[config.mk]
export PLATFORM = sky130hd
export DESIGN_NAME = axi_guard_top
export DESIGN_NICKNAME = d
export VERILOG_FILES = /design/src/rtl/axi_guard_pkg.sv /design/src/rtl/axi_or_tracker.sv /design/src/rtl/axi_fence_ctrl.sv /design/src/rtl/axi_guard_top.sv
export VERILOG_INCLUDE_DIRS = /design/src /design/src/rtl
export SDC_FILE = /design/constraint.sdc
export NUM_CORES = 1
export LEC_CHECK = 0
export BUFFER_PORTS_ARGS = -buffer_cell sky130_fd_sc_hd__buf_2
export CAP_MARGIN = 20
export CORE_MARGIN = 8
export CORE_UTILIZATION = 40
export CTS_CLUSTER_DIAMETER = 30
export DETAILED_ROUTE_END_ITERATION = 12
export GPL_TIMING_DRIVEN = 0
export PLACE_DENSITY = 0.65
export SLEW_MARGIN = 40
export SYNTH_ARGS = -nofsm -noshare
export SYNTH_HDL_FRONTEND = slang
export SYNTH_SLANG_ARGS = --single-unit
[constraint.sdc]
create_clock -name aclk -period 2.5 [get_ports aclk]
set_clock_uncertainty 0.2 [all_clocks]
set_input_delay 0.5 -clock aclk [delete_from_list [all_inputs] [get_ports aclk]]
set_output_delay 0.5 -clock aclk [all_outputs]
set_load 0.01 [all_outputs]
[src/rtl/axi_guard_defs.svh]
/* Outstanding-request limits of the AXI4 memory port guard.
   Included by the tracker and the testbench */

`ifndef AXI_GUARD_DEFS_SVH
`define AXI_GUARD_DEFS_SVH

////////////////////
// Write direction
////////////////////

// Writes allowed in flight before AW is held off
`define AXI_GUARD_MAX_WR_OR 8

////////////////////
// Read direction
////////////////////

// Reads allowed in flight before AR is held off
`define AXI_GUARD_MAX_RD_OR 8

`endif

[src/rtl/axi_guard_pkg.sv]
/* Types shared by the AXI4 guard modules and its testbench.
   Only the handshake bits of the five channels are carried */

`default_nettype none

package axi_guard_pkg;

    // Bits driven by the AXI master
    typedef struct packed {
        logic awvalid;
        logic arvalid;
        logic bready;
        logic rready;
    } axi_mst_t;

    // Bits driven by the AXI slave
    typedef struct packed {
        logic awready;
        logic arready;
        logic bvalid;
        logic rvalid;
    } axi_slv_t;

    // Tracker flags, all levels
    typedef struct packed {
        logic wr_pending;
        logic rd_pending;
        logic wr_full;
        logic rd_full;
    } or_status_t;

    // Fence sequence
    typedef enum logic [1:0] {
        IDLE  = 2'd0,
        DRAIN = 2'd1,
        DONE  = 2'd2
    } fence_state_t;

endpackage

`default_nettype wire

[src/rtl/axi_or_tracker.sv]
/* Counts write and read requests waiting for a completion on the memory side.
   Flags come from the registered counts, one cycle after the handshakes */

`timescale 1ns/1ps
`default_nettype none

`include "axi_guard_defs.svh"

module axi_or_tracker
    import axi_guard_pkg::*;
(
    input  wire logic       aclk,
    input  wire logic       aresetn,
    input  wire logic       srst,
    input  wire axi_mst_t   mem_mst,
    input  wire axi_slv_t   mem_slv,
    output or_status_t      or_status
);

    // Wide enough to hold the limit itself
    localparam int WR_CNT_W = $clog2(`AXI_GUARD_MAX_WR_OR + 1);
    localparam int RD_CNT_W = $clog2(`AXI_GUARD_MAX_RD_OR + 1);

    localparam logic [WR_CNT_W-1:0] WR_MAX = WR_CNT_W'(`AXI_GUARD_MAX_WR_OR);
    localparam logic [RD_CNT_W-1:0] RD_MAX = RD_CNT_W'(`AXI_GUARD_MAX_RD_OR);

    logic                wr_accept;
    logic                wr_cpl;
    logic                rd_accept;
    logic                rd_cpl;
    logic [WR_CNT_W-1:0] wr_count;
    logic [RD_CNT_W-1:0] rd_count;

    ////////////////////
    // Handshakes
    ////////////////////

    assign wr_accept = mem_mst.awvalid & mem_slv.awready;
    assign wr_cpl    = mem_slv.bvalid & mem_mst.bready;
    assign rd_accept = mem_mst.arvalid & mem_slv.arready;
    assign rd_cpl    = mem_slv.rvalid & mem_mst.rready;

    ////////////////////
    // Counters
    ////////////////////

    // Accept and completion together cancel out
    always_ff @(posedge aclk or negedge aresetn) begin
        if (!aresetn) begin
            wr_count <= '0;
            rd_count <= '0;
        end else if (srst) begin
            wr_count <= '0;
            rd_count <= '0;
        end else begin
            case ({wr_accept, wr_cpl})
                2'b10:   wr_count <= wr_count + 1'b1;
                2'b01:   wr_count <= wr_count - 1'b1;
                default: wr_count <= wr_count;
            endcase
            case ({rd_accept, rd_cpl})
                2'b10:   rd_count <= rd_count + 1'b1;
                2'b01:   rd_count <= rd_count - 1'b1;
                default: rd_count <= rd_count;
            endcase
        end
    end

    always_comb begin
        or_status.wr_pending = (wr_count != '0);
        or_status.rd_pending = (rd_count != '0);
        or_status.wr_full    = (wr_count == WR_MAX);
        or_status.rd_full    = (rd_count == RD_MAX);
    end

    // The fence controller must hold requests off at the limit
    a_wr_no_overflow: assert property (@(posedge aclk) disable iff (!aresetn || srst)
        wr_accept |-> (wr_count != WR_MAX));
    a_rd_no_overflow: assert property (@(posedge aclk) disable iff (!aresetn || srst)
        rd_accept |-> (rd_count != RD_MAX));

    // A completion needs an earlier accepted request
    a_wr_no_underflow: assert property (@(posedge aclk) disable iff (!aresetn || srst)
        wr_cpl |-> (wr_count != '0));
    a_rd_no_underflow: assert property (@(posedge aclk) disable iff (!aresetn || srst)
        rd_cpl |-> (rd_count != '0));

endmodule

`default_nettype wire

[src/rtl/axi_fence_ctrl.sv]
/* FENCE sequencer and request gating between the core and the AXI slave.
   Holds AW and AR off while draining or while a direction is full */

`timescale 1ns/1ps
`default_nettype none

module axi_fence_ctrl
    import axi_guard_pkg::*;
(
    input  wire logic       aclk,
    input  wire logic       aresetn,
    input  wire logic       srst,
    input  wire logic       fence,
    input  wire or_status_t or_status,
    input  wire axi_mst_t   core_mst,
    input  wire axi_slv_t   mem_slv,
    output axi_mst_t        mem_mst,
    output axi_slv_t        core_slv,
    output logic            fence_done
);

    fence_state_t state;
    fence_state_t state_nxt;
    logic         fencing;
    logic         block_wr;
    logic         block_rd;

    ////////////////////
    // Fence FSM
    ////////////////////

    always_comb begin
        state_nxt = state;
        case (state)
            IDLE: begin
                // A fence outside IDLE is simply dropped
                if (fence) begin
                    state_nxt = DRAIN;
                end
            end
            DRAIN: begin
                if (!or_status.wr_pending && !or_status.rd_pending) begin
                    state_nxt = DONE;
                end
            end
            DONE: begin
                state_nxt = IDLE;
            end
            default: begin
                state_nxt = IDLE;
            end
        endcase
    end

    always_ff @(posedge aclk or negedge aresetn) begin
        if (!aresetn) begin
            state <= IDLE;
        end else if (srst) begin
            state <= IDLE;
        end else begin
            state <= state_nxt;
        end
    end

    // One pulse, the single DONE cycle
    assign fence_done = (state == DONE);

    ////////////////////
    // Gating
    ////////////////////

    assign fencing  = (state == DRAIN) || (state == DONE);
    assign block_wr = fencing || or_status.wr_full;
    assign block_rd = fencing || or_status.rd_full;

    always_comb begin
        mem_mst.awvalid  = core_mst.awvalid & ~block_wr;
        mem_mst.arvalid  = core_mst.arvalid & ~block_rd;
        mem_mst.bready   = core_mst.bready;
        mem_mst.rready   = core_mst.rready;
        core_slv.awready = mem_slv.awready & ~block_wr;
        core_slv.arready = mem_slv.arready & ~block_rd;
        core_slv.bvalid  = mem_slv.bvalid;
        core_slv.rvalid  = mem_slv.rvalid;
    end

    // Drain must have emptied both counters in the tracker
    a_done_when_drained: assert property (@(posedge aclk) disable iff (!aresetn || srst)
        $rose(fence_done) |-> !(or_status.wr_pending || or_status.rd_pending));

    // No new request may reach the slave while draining
    a_no_req_in_drain: assert property (@(posedge aclk) disable iff (!aresetn || srst)
        (state == DRAIN) |=> !($rose(or_status.wr_pending) || $rose(or_status.rd_pending)));

endmodule

`default_nettype wire

[src/rtl/axi_guard_top.sv]
/* Outstanding-transaction guard for the core's AXI4 memory port.
   Sits between the core master and the slave, on handshake bits only */

`timescale 1ns/1ps
`default_nettype none

module axi_guard_top
    import axi_guard_pkg::*;
(
    input  wire logic       aclk,
    input  wire logic       aresetn,
    input  wire logic       srst,
    input  wire logic       fence,
    // Core side
    input  wire axi_mst_t   core_mst,
    output axi_slv_t        core_slv,
    // Slave side
    input  wire axi_slv_t   mem_slv,
    output axi_mst_t        mem_mst,
    // Status
    output logic            fence_done,
    output or_status_t      or_status
);

    ////////////////////
    // Counters
    ////////////////////

    // Sees the gated requests, so only real memory-side handshakes count
    axi_or_tracker axi_or_tracker_i (
        .aclk      (aclk),
        .aresetn   (aresetn),
        .srst      (srst),
        .mem_mst   (mem_mst),
        .mem_slv   (mem_slv),
        .or_status (or_status)
    );

    ////////////////////
    // Fence and gating
    ////////////////////

    axi_fence_ctrl axi_fence_ctrl_i (
        .aclk       (aclk),
        .aresetn    (aresetn),
        .srst       (srst),
        .fence      (fence),
        .or_status  (or_status),
        .core_mst   (core_mst),
        .mem_slv    (mem_slv),
        .mem_mst    (mem_mst),
        .core_slv   (core_slv),
        .fence_done (fence_done)
    );

endmodule

`default_nettype wire

Yosys cells after proc, flatten, opt, wreduce, memory -nomap -nowiden
Cells that the tools add are included.
Word-level totals
  flip-flop bits (word level): 10
  input bits: 12
  output and inout port bits: 13
  word-level logic and storage cells: 47
Operators by class
  $add $sub $neg: 4
  eq/ne operators: 10
  muxes and demuxes: 8
  bitwise logic cells: 10
  reduce and logical (&&, ||, !) cells: 12
Operator list (count)
  $pmux W4 S2: 2
  $add A4 B1 Y4 const B: 2
  $and A1 B1 Y1: 8
  $eq A4 B4 Y1 const B: 2
  $mux W4: 2
  $reduce_bool A4 Y1: 2
  $sub A4 B1 Y4 const B: 2
  $eq A2 B1 Y1 const B: 3
  $eq A2 B2 Y1 const B: 3
  $mux W2: 3
  $reduce_bool A3 Y1: 2
  $pmux W2 S2: 1
  $logic_or A1 B1 Y1: 3
  $ne A3 B2 Y1 const B: 1
  $ne A3 B3 Y1 const B: 1
  $logic_not A1 Y1: 2
  $logic_not A2 Y1: 1
  $not A1 Y1: 2
  $reduce_and A2 Y1: 1
  $logic_and A1 B1 Y1: 1

Depth between registers and ports, before layout
Gate-level depths: netlist (run 1).
  word-level depth: 9
  mapped depth: 9
  gate-level depth less buffers: 9

By module
Synthesis (run 1) repeated with hierarchy kept, for this count alone.
Second synthesis, totals
  cells, all modules: 94
  area, all modules: 868.3 um^2
By module, submodules not included
  axi_or_tracker: times used 1, cells an instance 69, area each 636.9 um^2, sequential area each 200.2 um^2
  axi_fence_ctrl: times used 1, cells an instance 25, area each 231.5 um^2, sequential area each 50.0 um^2

Least setup slack after synthesis (run 1)
Ideal clock, no wire load.
  path kind: flip-flop to flip-flop
  start point: register axi_fence_ctrl_i.state[0]
  end point: register axi_or_tracker_i.rd_count[3]
  setup time: 0.135 ns
  arrival: 2.241 ns
  required time: 2.165 ns
  setup slack: -0.076 ns
  stages on the path, launching flop included: 10
  path buffers: 0
  period minus slack after synthesis: 2.576 ns
  path through: dfrtp_1 inv_1 ha_1 o311ai_4 inv_4 ha_1 a21oi_1 a21boi_0 mux2i_1 o311ai_1
On the way
  longest elaborated chain between the ends: 9
  elaborated cells on any way between the ends: 12
  those cells by class: eq/ne (4); mux (2); bitwise (3); reduce/logical (3)
Ends and longest elaborated chain
  start: declaration: line axi_fence_ctrl.sv:22  | fence_state_t state;
  start signal: assignment: line axi_fence_ctrl.sv:61  | state <= state_nxt;
  $eq A2 B1 Y1 / $eq A2 B2 Y1 (equally long branches): line axi_fence_ctrl.sv:72  | assign fencing = (state == DRAIN) || (state == DONE);
  $logic_or A1 B1 Y1 *: line axi_fence_ctrl.sv:72
  $logic_or A1 B1 Y1 *: line axi_fence_ctrl.sv:74  | assign block_rd = fencing || or_status.rd_full;
  $not A1 Y1 *: line axi_fence_ctrl.sv:78  | mem_mst.arvalid = core_mst.arvalid & ~block_rd;
  $and A1 B1 Y1 *: line axi_fence_ctrl.sv:78
  $and A1 B1 Y1 *: line axi_or_tracker.sv:40  | assign rd_accept = mem_mst.arvalid & mem_slv.arready;
  $eq A2 B1 Y1 / $eq A2 B2 Y1 (equally long branches): line axi_or_tracker.sv:61  | case ({rd_accept, rd_cpl})
  $pmux W4 S2: line axi_or_tracker.sv:61
  $mux W4: line axi_or_tracker.sv:52  | end else if (srst) begin
  end signal: assignment: line axi_or_tracker.sv:62  | 2'b10: rd_count <= rd_count + 1'b1;
  end signal: assignment: line axi_or_tracker.sv:63  | 2'b01: rd_count <= rd_count - 1'b1;
  end signal: assignment: line axi_or_tracker.sv:64  | default: rd_count <= rd_count;
  end: declaration: line axi_or_tracker.sv:32  | logic [RD_CNT_W-1:0] rd_count;
Every way passes the cells marked *; elsewhere a longest branch is shown, timed or not.
A chain may end at the register's enable or synchronous reset.

Final worst setup path (run 1)
  start point: register axi_fence_ctrl_i.state[0]
  end point: register axi_or_tracker_i.wr_count[3]
On the way
  longest elaborated chain between the ends: 9
  elaborated cells on any way between the ends: 12
  those cells by class: eq/ne (4); mux (2); bitwise (3); reduce/logical (3)
Ends and longest elaborated chain
  $eq A2 B1 Y1 / $eq A2 B2 Y1 (equally long branches): line axi_fence_ctrl.sv:72
  $logic_or A1 B1 Y1 *: line axi_fence_ctrl.sv:72
  $logic_or A1 B1 Y1 *: line axi_fence_ctrl.sv:73  | assign block_wr = fencing || or_status.wr_full;
  $not A1 Y1 *: line axi_fence_ctrl.sv:77  | mem_mst.awvalid = core_mst.awvalid & ~block_wr;
  $and A1 B1 Y1 *: line axi_fence_ctrl.sv:77
  $and A1 B1 Y1 *: line axi_or_tracker.sv:38  | assign wr_accept = mem_mst.awvalid & mem_slv.awready;
  $eq A2 B1 Y1 / $eq A2 B2 Y1 (equally long branches): line axi_or_tracker.sv:56  | case ({wr_accept, wr_cpl})
  $pmux W4 S2: line axi_or_tracker.sv:56
  $mux W4: line axi_or_tracker.sv:52
  end signal: assignment: line axi_or_tracker.sv:57  | 2'b10: wr_count <= wr_count + 1'b1;
  end signal: assignment: line axi_or_tracker.sv:58  | 2'b01: wr_count <= wr_count - 1'b1;
  end signal: assignment: line axi_or_tracker.sv:59  | default: wr_count <= wr_count;
  end: declaration: line axi_or_tracker.sv:31  | logic [WR_CNT_W-1:0] wr_count;
Marks and branches as above.

==> results of run 1 <==
[cell usage in the layout (no fill, tap or decap), types with 3 or more instances in the layout]
cell,instances
and2_1,4
ha_4,3
a21oi_1,7
dfrtp_1,10
buf_2,24
nor2_1,4
nand2b_1,4
clkbuf_4,3
nand2_1,4
mux2i_1,3
ha_1,5
nand3_1,3
buf_4,13
nor3_1,4
[power by group through the flow]
stage | Sequential, uW | Clock, uW | Combinational, uW
6_report | 243 | 142 | 506
5_1_grt | 247 | 152 | 562
4_1_cts | 240 | 144 | 456
3_5_place_dp | 243 | 0 | 429
3_3_place_gp | 241 | 0 | 417
2_1_floorplan | 233 | 0 | 320
[through the flow]
step | std cells | utilization | power, uW | hold WS (ps)
after floorplan | 95 | - | 552.8 | 4.409
after global placement | 149 | 0.4784 | 658.6 | 168.5
after detailed placement | 149 | 0.4784 | 672.1 | 169.9
after CTS | 156 | 0.5108 | 840.3 | 344.5
after global routing | 163 | 0.5494 | 961.0 | 341.8
final | 163 | 0.5494 | 890.6 | 337.2
[timing repair]
item	4_1_cts	5_1_grt
endpoints found under the setup margin	4	2
setup buffers	2	7
cloned	0	0
resized for setup	3	8
hold buffers	1	0
pin swaps	2	6
hold endpoints to repair	10	0
[sequential cells by signal, indices dropped and copies added, names as in the netlist]
register	count
axi_fence_ctrl_i.state	2
axi_or_tracker_i.rd_count	4
axi_or_tracker_i.wr_count	4
[routing by layer]
metal  vias up  global-route usage
li1        430                   -
met1       393              0.1070
met2        12              0.1918
met3         2            0.008475
met4         0             0.04000
met5         -                   0
[cell families after synthesis]
group / Yosys count / share of synthesized area
simple gates: 35 / 0.2531
flops: 10 / 0.2494
buf+inv: 9 / 0.05361
xor+xnor: 2 / 0.01746
compound gates: 26 / 0.2569
fa+ha+maj: 10 / 0.1397
mux: 3 / 0.02993
[cell type report]
class / count / area share
repair buffers: 34 / 0.1479
plain buffers: 5 / 0.02528
flip-flops and latches: 10 / 0.1873
multi-input cells: 76 / 0.5693
clock buffers: 4 / 0.02715
well taps: 30 / 0.02809
inverters: 4 / 0.01498
[worst paths after layout]
kind	startpoint	end	slack (ps)	depth (start not counted)
max	axi_fence_ctrl_i.state[0]$_DFFE_PN0P_	axi_or_tracker_i.wr_count[3]$_DFFE_PN0P_	110	9
max in group asynchronous	aresetn	axi_or_tracker_i.rd_count[1]$_DFFE_PN0P_	1490	2
min	fence	axi_fence_ctrl_i.state[0]$_DFFE_PN0P_	340	3
min reg2reg	axi_fence_ctrl_i.state[1]$_DFFE_PN0P_	axi_fence_ctrl_i.state[1]$_DFFE_PN0P_	400	2
max reg2reg	axi_fence_ctrl_i.state[0]$_DFFE_PN0P_	axi_or_tracker_i.wr_count[3]$_DFFE_PN0P_	110	9
min in group asynchronous	aresetn	axi_or_tracker_i.wr_count[3]$_DFFE_PN0P_	420	2
[worst register-to-register path: cells and delay by family, from the launching register on]
kind	cells	cell delay (ps)
muxes	1	130
DFF	1	410
adders and majority gates	2	520
buffers and inverters	2	250
AOI/OAI and AO/OA	4	760
==> flow_summary.toml, run 1 <==
[placed_design]
place_congestion = 0.7442
pre_cts_ws_ps = -252.4
post-dp-hpwl_um = 1670
place_area_mm2 = 0.001164
io_buffers = 24

[cts]
h-tree-depth = 1
cts_buffer_depth = 2
cts_tree = "yes"
cts-root-buf = "clkbuf_4"
cts_sinks = 10
insertion_delay_ps = 260
cts_buffers = 3
clkTransAtPathRegs_ps = 70

[setup_path]
critPathRequiredTime_ps = 2430
crit_chain = "inv_1 -> ha_4 -> o311ai_4 -> inv_4 -> ha_4 -> a21oi_2 -> a21boi_1 -> mux2i_1 -> o311ai_1"
path_delay_family = "compound AO/OA/AOI/OAI gates"
path_class = "register to register"
critPathMostFrequentCell = "ha_4"
worstSetupEndpointType = "register"
worstPathArrival_ps = 2320
cp-start-kind = "register"
crit_slowest_cell = "dfrtp_1"
critPathMaxFanout = 9
crit_buf_inv = 2
cpPeakStageDelay_ps = 410

[sta]
fmax_mhz = 418.1
tns_ps = 0
setup_viol = 0
worstMarginPinSlew_ps = 561.5
slew_headroom = 0.6257
worst_slack_ps = 108.2
hold_viol = 0
slew_violations = 0
fin_crit_ps = 2392
period_share = 0.9567

[route]
wl_met2_um = 1211
wl_met3_um = 72
drt_iter0_drc = 34
drtAntennaViolNets = 0
finalWirelength_um = 2166
wl_per_cell_um = 13.29
routed.top_layer = "met4"
met1_length_um = 866
firstDrtPassIters = 4
vias = 837
via_per_inst = 5.135
drcViolationCount = 0

[job]
cap_violations = 0

[power_and_ir_drop]
comb_power_share = 0.568
p_switching_uw = 362.2
intPower_uw = 528.4
switching_share = 0.4067
irDropWorstVdd_mv = 0.4221
pwr_density_cell_mw_per_mm2 = 666.4
seqPwrFrac = 0.273
leakage_uw = 0.0005792
clockPowerShare = 0.159

[floorplan]
io_pins = 25
rows = 18
die_w_um = 66.09
dieArea_mm2 = 0.004367
core_area_mm2 = 0.002432
fp.dieH_um = 66.09
start_util = 0.4126

[hold_path]
hold_path_class = "input port to register"

[global_route]
grt_usage = 0.09955
globalRouteOverflowTotal = 0
antenna_found_initial = 0
grt_start_max_net_pins = 11
grt_pass1_wl_um = 3629
grt_pass1_vias = 864

[logic_synthesis]
synth_common_cells = "a21oi_1 (10), dfrtp_1 (10), ha_1 (8)"
synth_area_leaders = "dfrtp_1 (25%), ha_1 (10%), a2111oi_4 (5.5%)"
synth_area_per_cell_um2 = 10.56
synth_top_area_frac = 0.2494
synth_edf_count = 0
yosysTopAreaCell = "dfrtp_1"
ys_seq_elements = 10
ys_seq_area_frac = 0.2494
netlist_area_mm2 = 0.001003
yosysWarnings = 0
async_flop_share = 1.000
synth_cells = 95
synthFlopType = "dfrtp_1"
synth_nets = 117
netlist-cell-type-count = 31

[layout]
regArea_um2 = 250.2
nets = 156
n_antenna_cell = 0
postLayoutCellArea_mm2 = 0.001336
multiInputGateArea_um2 = 760.7
syn_to_final_growth_pct = 33.17
fillers = 228
drive_gt1_frac = 0.4887

[outcome]
status = "finished, final reports clean"
No activity file was read; power rests on OpenSTA's default activity.
==> inputs of run 2 (changes only) <==
--- a/config.mk
+++ b/config.mk
@@ -14,6 +14,7 @@
 export DETAILED_ROUTE_END_ITERATION = 12
 export GPL_TIMING_DRIVEN = 0
 export PLACE_DENSITY = 0.65
+export REMOVE_ABC_BUFFERS = 1
 export SLEW_MARGIN = 40
 export SYNTH_ARGS = -nofsm -noshare
 export SYNTH_HDL_FRONTEND = slang
==> flow_summary.toml, run 2 (synthesis gave the netlist of run 1 again) <==
[setup_path]
crit_buf_inv = 2
cpPeakStageDelay_ps = 470
r2r_cells = 9
path_delay_family = "simple AND/OR/NAND/NOR gates"
cp.depth = 5
critPathRequiredTime_ps = 1800
crit_chain = "nor4b_4 -> buf_4 -> nor2_1 -> and2_1 -> buf_2"
worstPathArrival_ps = 1680
crit-reg2reg-capture = "axi_or_tracker_i.rd_count[3]$_DFFE_PN0P_"
path_class = "register to primary output"
rrSetupSlack_ps = 140
critPathMaxFanout = 5
r2r-start = "axi_fence_ctrl_i.state[1]$_DFFE_PN0P_"
cp-start-kind = "register"
worstSetupEndpointType = "primary output"
crit_slowest_cell = "dfrtp_1"

[floorplan]
rows = 18
core_area_mm2 = 0.002432
io_pins = 25
fp.dieH_um = 66.09
start_util = 0.4126
dieArea_mm2 = 0.004367
die_w_um = 66.09

[hold_path]
holdCritStartpoint = "fence"
whs_path_depth = 3
hold_path_class = "input port to register"
hold_end = "axi_fence_ctrl_i.state[0]$_DFFE_PN0P_"

[power_and_ir_drop]
irDropWorstVdd_mv = 0.3192
switching_share = 0.4189
p_switching_uw = 369.4
clockPowerShare = 0.167
intPower_uw = 512.6
comb_power_share = 0.557
seqPwrFrac = 0.276
leakage_uw = 0.0005396
pwr_density_cell_mw_per_mm2 = 688.4

[layout]
postLayoutCellArea_mm2 = 0.001281
largestRegisters = "axi_or_tracker_i.rd_count: 4 flops, axi_or_tracker_i.wr_count: 4 flops, axi_fence_ctrl_i.state: 2 flops"
drive_gt1_frac = 0.4715
nets = 146
layout_common_cells = "buf_2 (24), dfrtp_1 (10), a21oi_1 (8)"
fillers = 209
syn_to_final_growth_pct = 27.68
layout_commonest_cell = "buf_2"
n_antenna_cell = 0
utilization = 0.5267

[placed_design]
place_congestion = 0.7251
post-dp-hpwl_um = 1669
place_area_mm2 = 0.001127
io_buffers = 24

[route]
drt_iter0_drc = 20
via_per_inst = 5.366
vias = 821
firstDrtPassIters = 4
wl_per_cell_um = 13.93
finalWirelength_um = 2132
drcViolationCount = 0
drtAntennaViolNets = 0

[global_route]
grt_start_max_net_pins = 14
antenna_found_initial = 0
globalRouteOverflowTotal = 0
grt_pass1_wl_um = 3877
grt_usage = 0.1081
grt_pass1_vias = 884

[cts]
cts_sinks = 10
insertion_delay_ps = 260
h-tree-depth = 1
cts-root-buf = "clkbuf_4"
clkTransAtPathRegs_ps = 70
cts_buffers = 3
cts_buffer_depth = 2
cts_tree = "yes"

[sta]
hold_slack_ps = 333.3
tns_ps = 0
hold_viol = 0
slew_headroom = 0.7158
period_share = 0.9519
worstMarginPinSlew_ps = 426.2
fmax_mhz = 420.2
fin_crit_ps = 2380
setup_viol = 0
slew_violations = 0

[outcome]
status = "finished, final reports clean"

[job]
cap_violations = 0
==> run 2: changes by cell type in the layout (fill, tap and decap cells not counted), sizes merged <==
cell and delta:
clkbuf -1, buf -9
==> run 2: worst max-delay path by stage <==
stage	startpoint	endpoint
floorplan	axi_fence_ctrl_i.state[0]$_DFFE_PN0P_	axi_or_tracker_i.rd_count[3]$_DFFE_PN0P_
global placement	axi_fence_ctrl_i.state[0]$_DFFE_PN0P_	axi_or_tracker_i.wr_count[3]$_DFFE_PN0P_
detailed placement	axi_fence_ctrl_i.state[0]$_DFFE_PN0P_	axi_or_tracker_i.wr_count[3]$_DFFE_PN0P_
CTS	axi_or_tracker_i.rd_count[1]$_DFFE_PN0P_	axi_or_tracker_i.rd_count[3]$_DFFE_PN0P_
global route	axi_fence_ctrl_i.state[1]$_DFFE_PN0P_	axi_or_tracker_i.rd_count[3]$_DFFE_PN0P_
finish	axi_or_tracker_i.rd_count[1]$_DFFE_PN0P_	core_slv[2]
==> run 2: worst reg2reg max path: stages (launching register included) <==
cell and delay, ps:
dfrtp_1 400, inv_2 110, ha_4 250, o311ai_4 370, inv_4 90, ha_4 250, a21oi_4 180, a21boi_1 90
mux2i_1 170, o311ai_2 120
==> run 2: final cells by class <==
class                   count  area [um^2]  share of cell area
inverters                   4        20.02             0.01562
well taps                  30        37.54             0.02930
repair buffers             29        160.2              0.1250
multi-input cells          76        777.0              0.6064
clock buffers               4        36.28             0.02832
flip-flops and latches     10        250.2              0.1953
==> run 2: power by group through the flow <==
stage | combinational, uW | sequential [uW] | clock, uW
6_report | 491 | 243 | 148
3_3_place_gp | 407 | 241 | 0
4_1_cts | 463 | 238 | 151
3_5_place_dp | 419 | 245 | 0
2_1_floorplan | 307 | 233 | 0
5_1_grt | 545 | 250 | 157
==> run 2: timing repair <==
action	4_1_cts	5_1_grt
hold buffers	1	0
endpoints found under the setup margin	5	3
setup buffers	2	2
hold endpoints to repair	10	0
gates resized for setup	5	10
pin swaps	4	6
==> run 2: layer usage <==
metal | GRT usage | wire [um] | vias up
li1 | - | - | 411
met1 | 0.1204 | 885 | 401
met2 | 0.1966 | 1204 | 7
met3 | 0.01356 | 27 | 2
met4 | 0.05067 | 14 | 0
met5 | 0 | 0 | -
==> run 2: stage by stage <==
step           power (uW)  worst slack, ps  std cells
2_1_floorplan       539.7           -75.72         90
3_3_place_gp        647.5           -254.4        144
3_5_place_dp        663.7           -372.3        144
4_1_cts             852.2            4.953        151
5_1_grt             952.1           -17.55        153
6_report            882.0            120.2        153
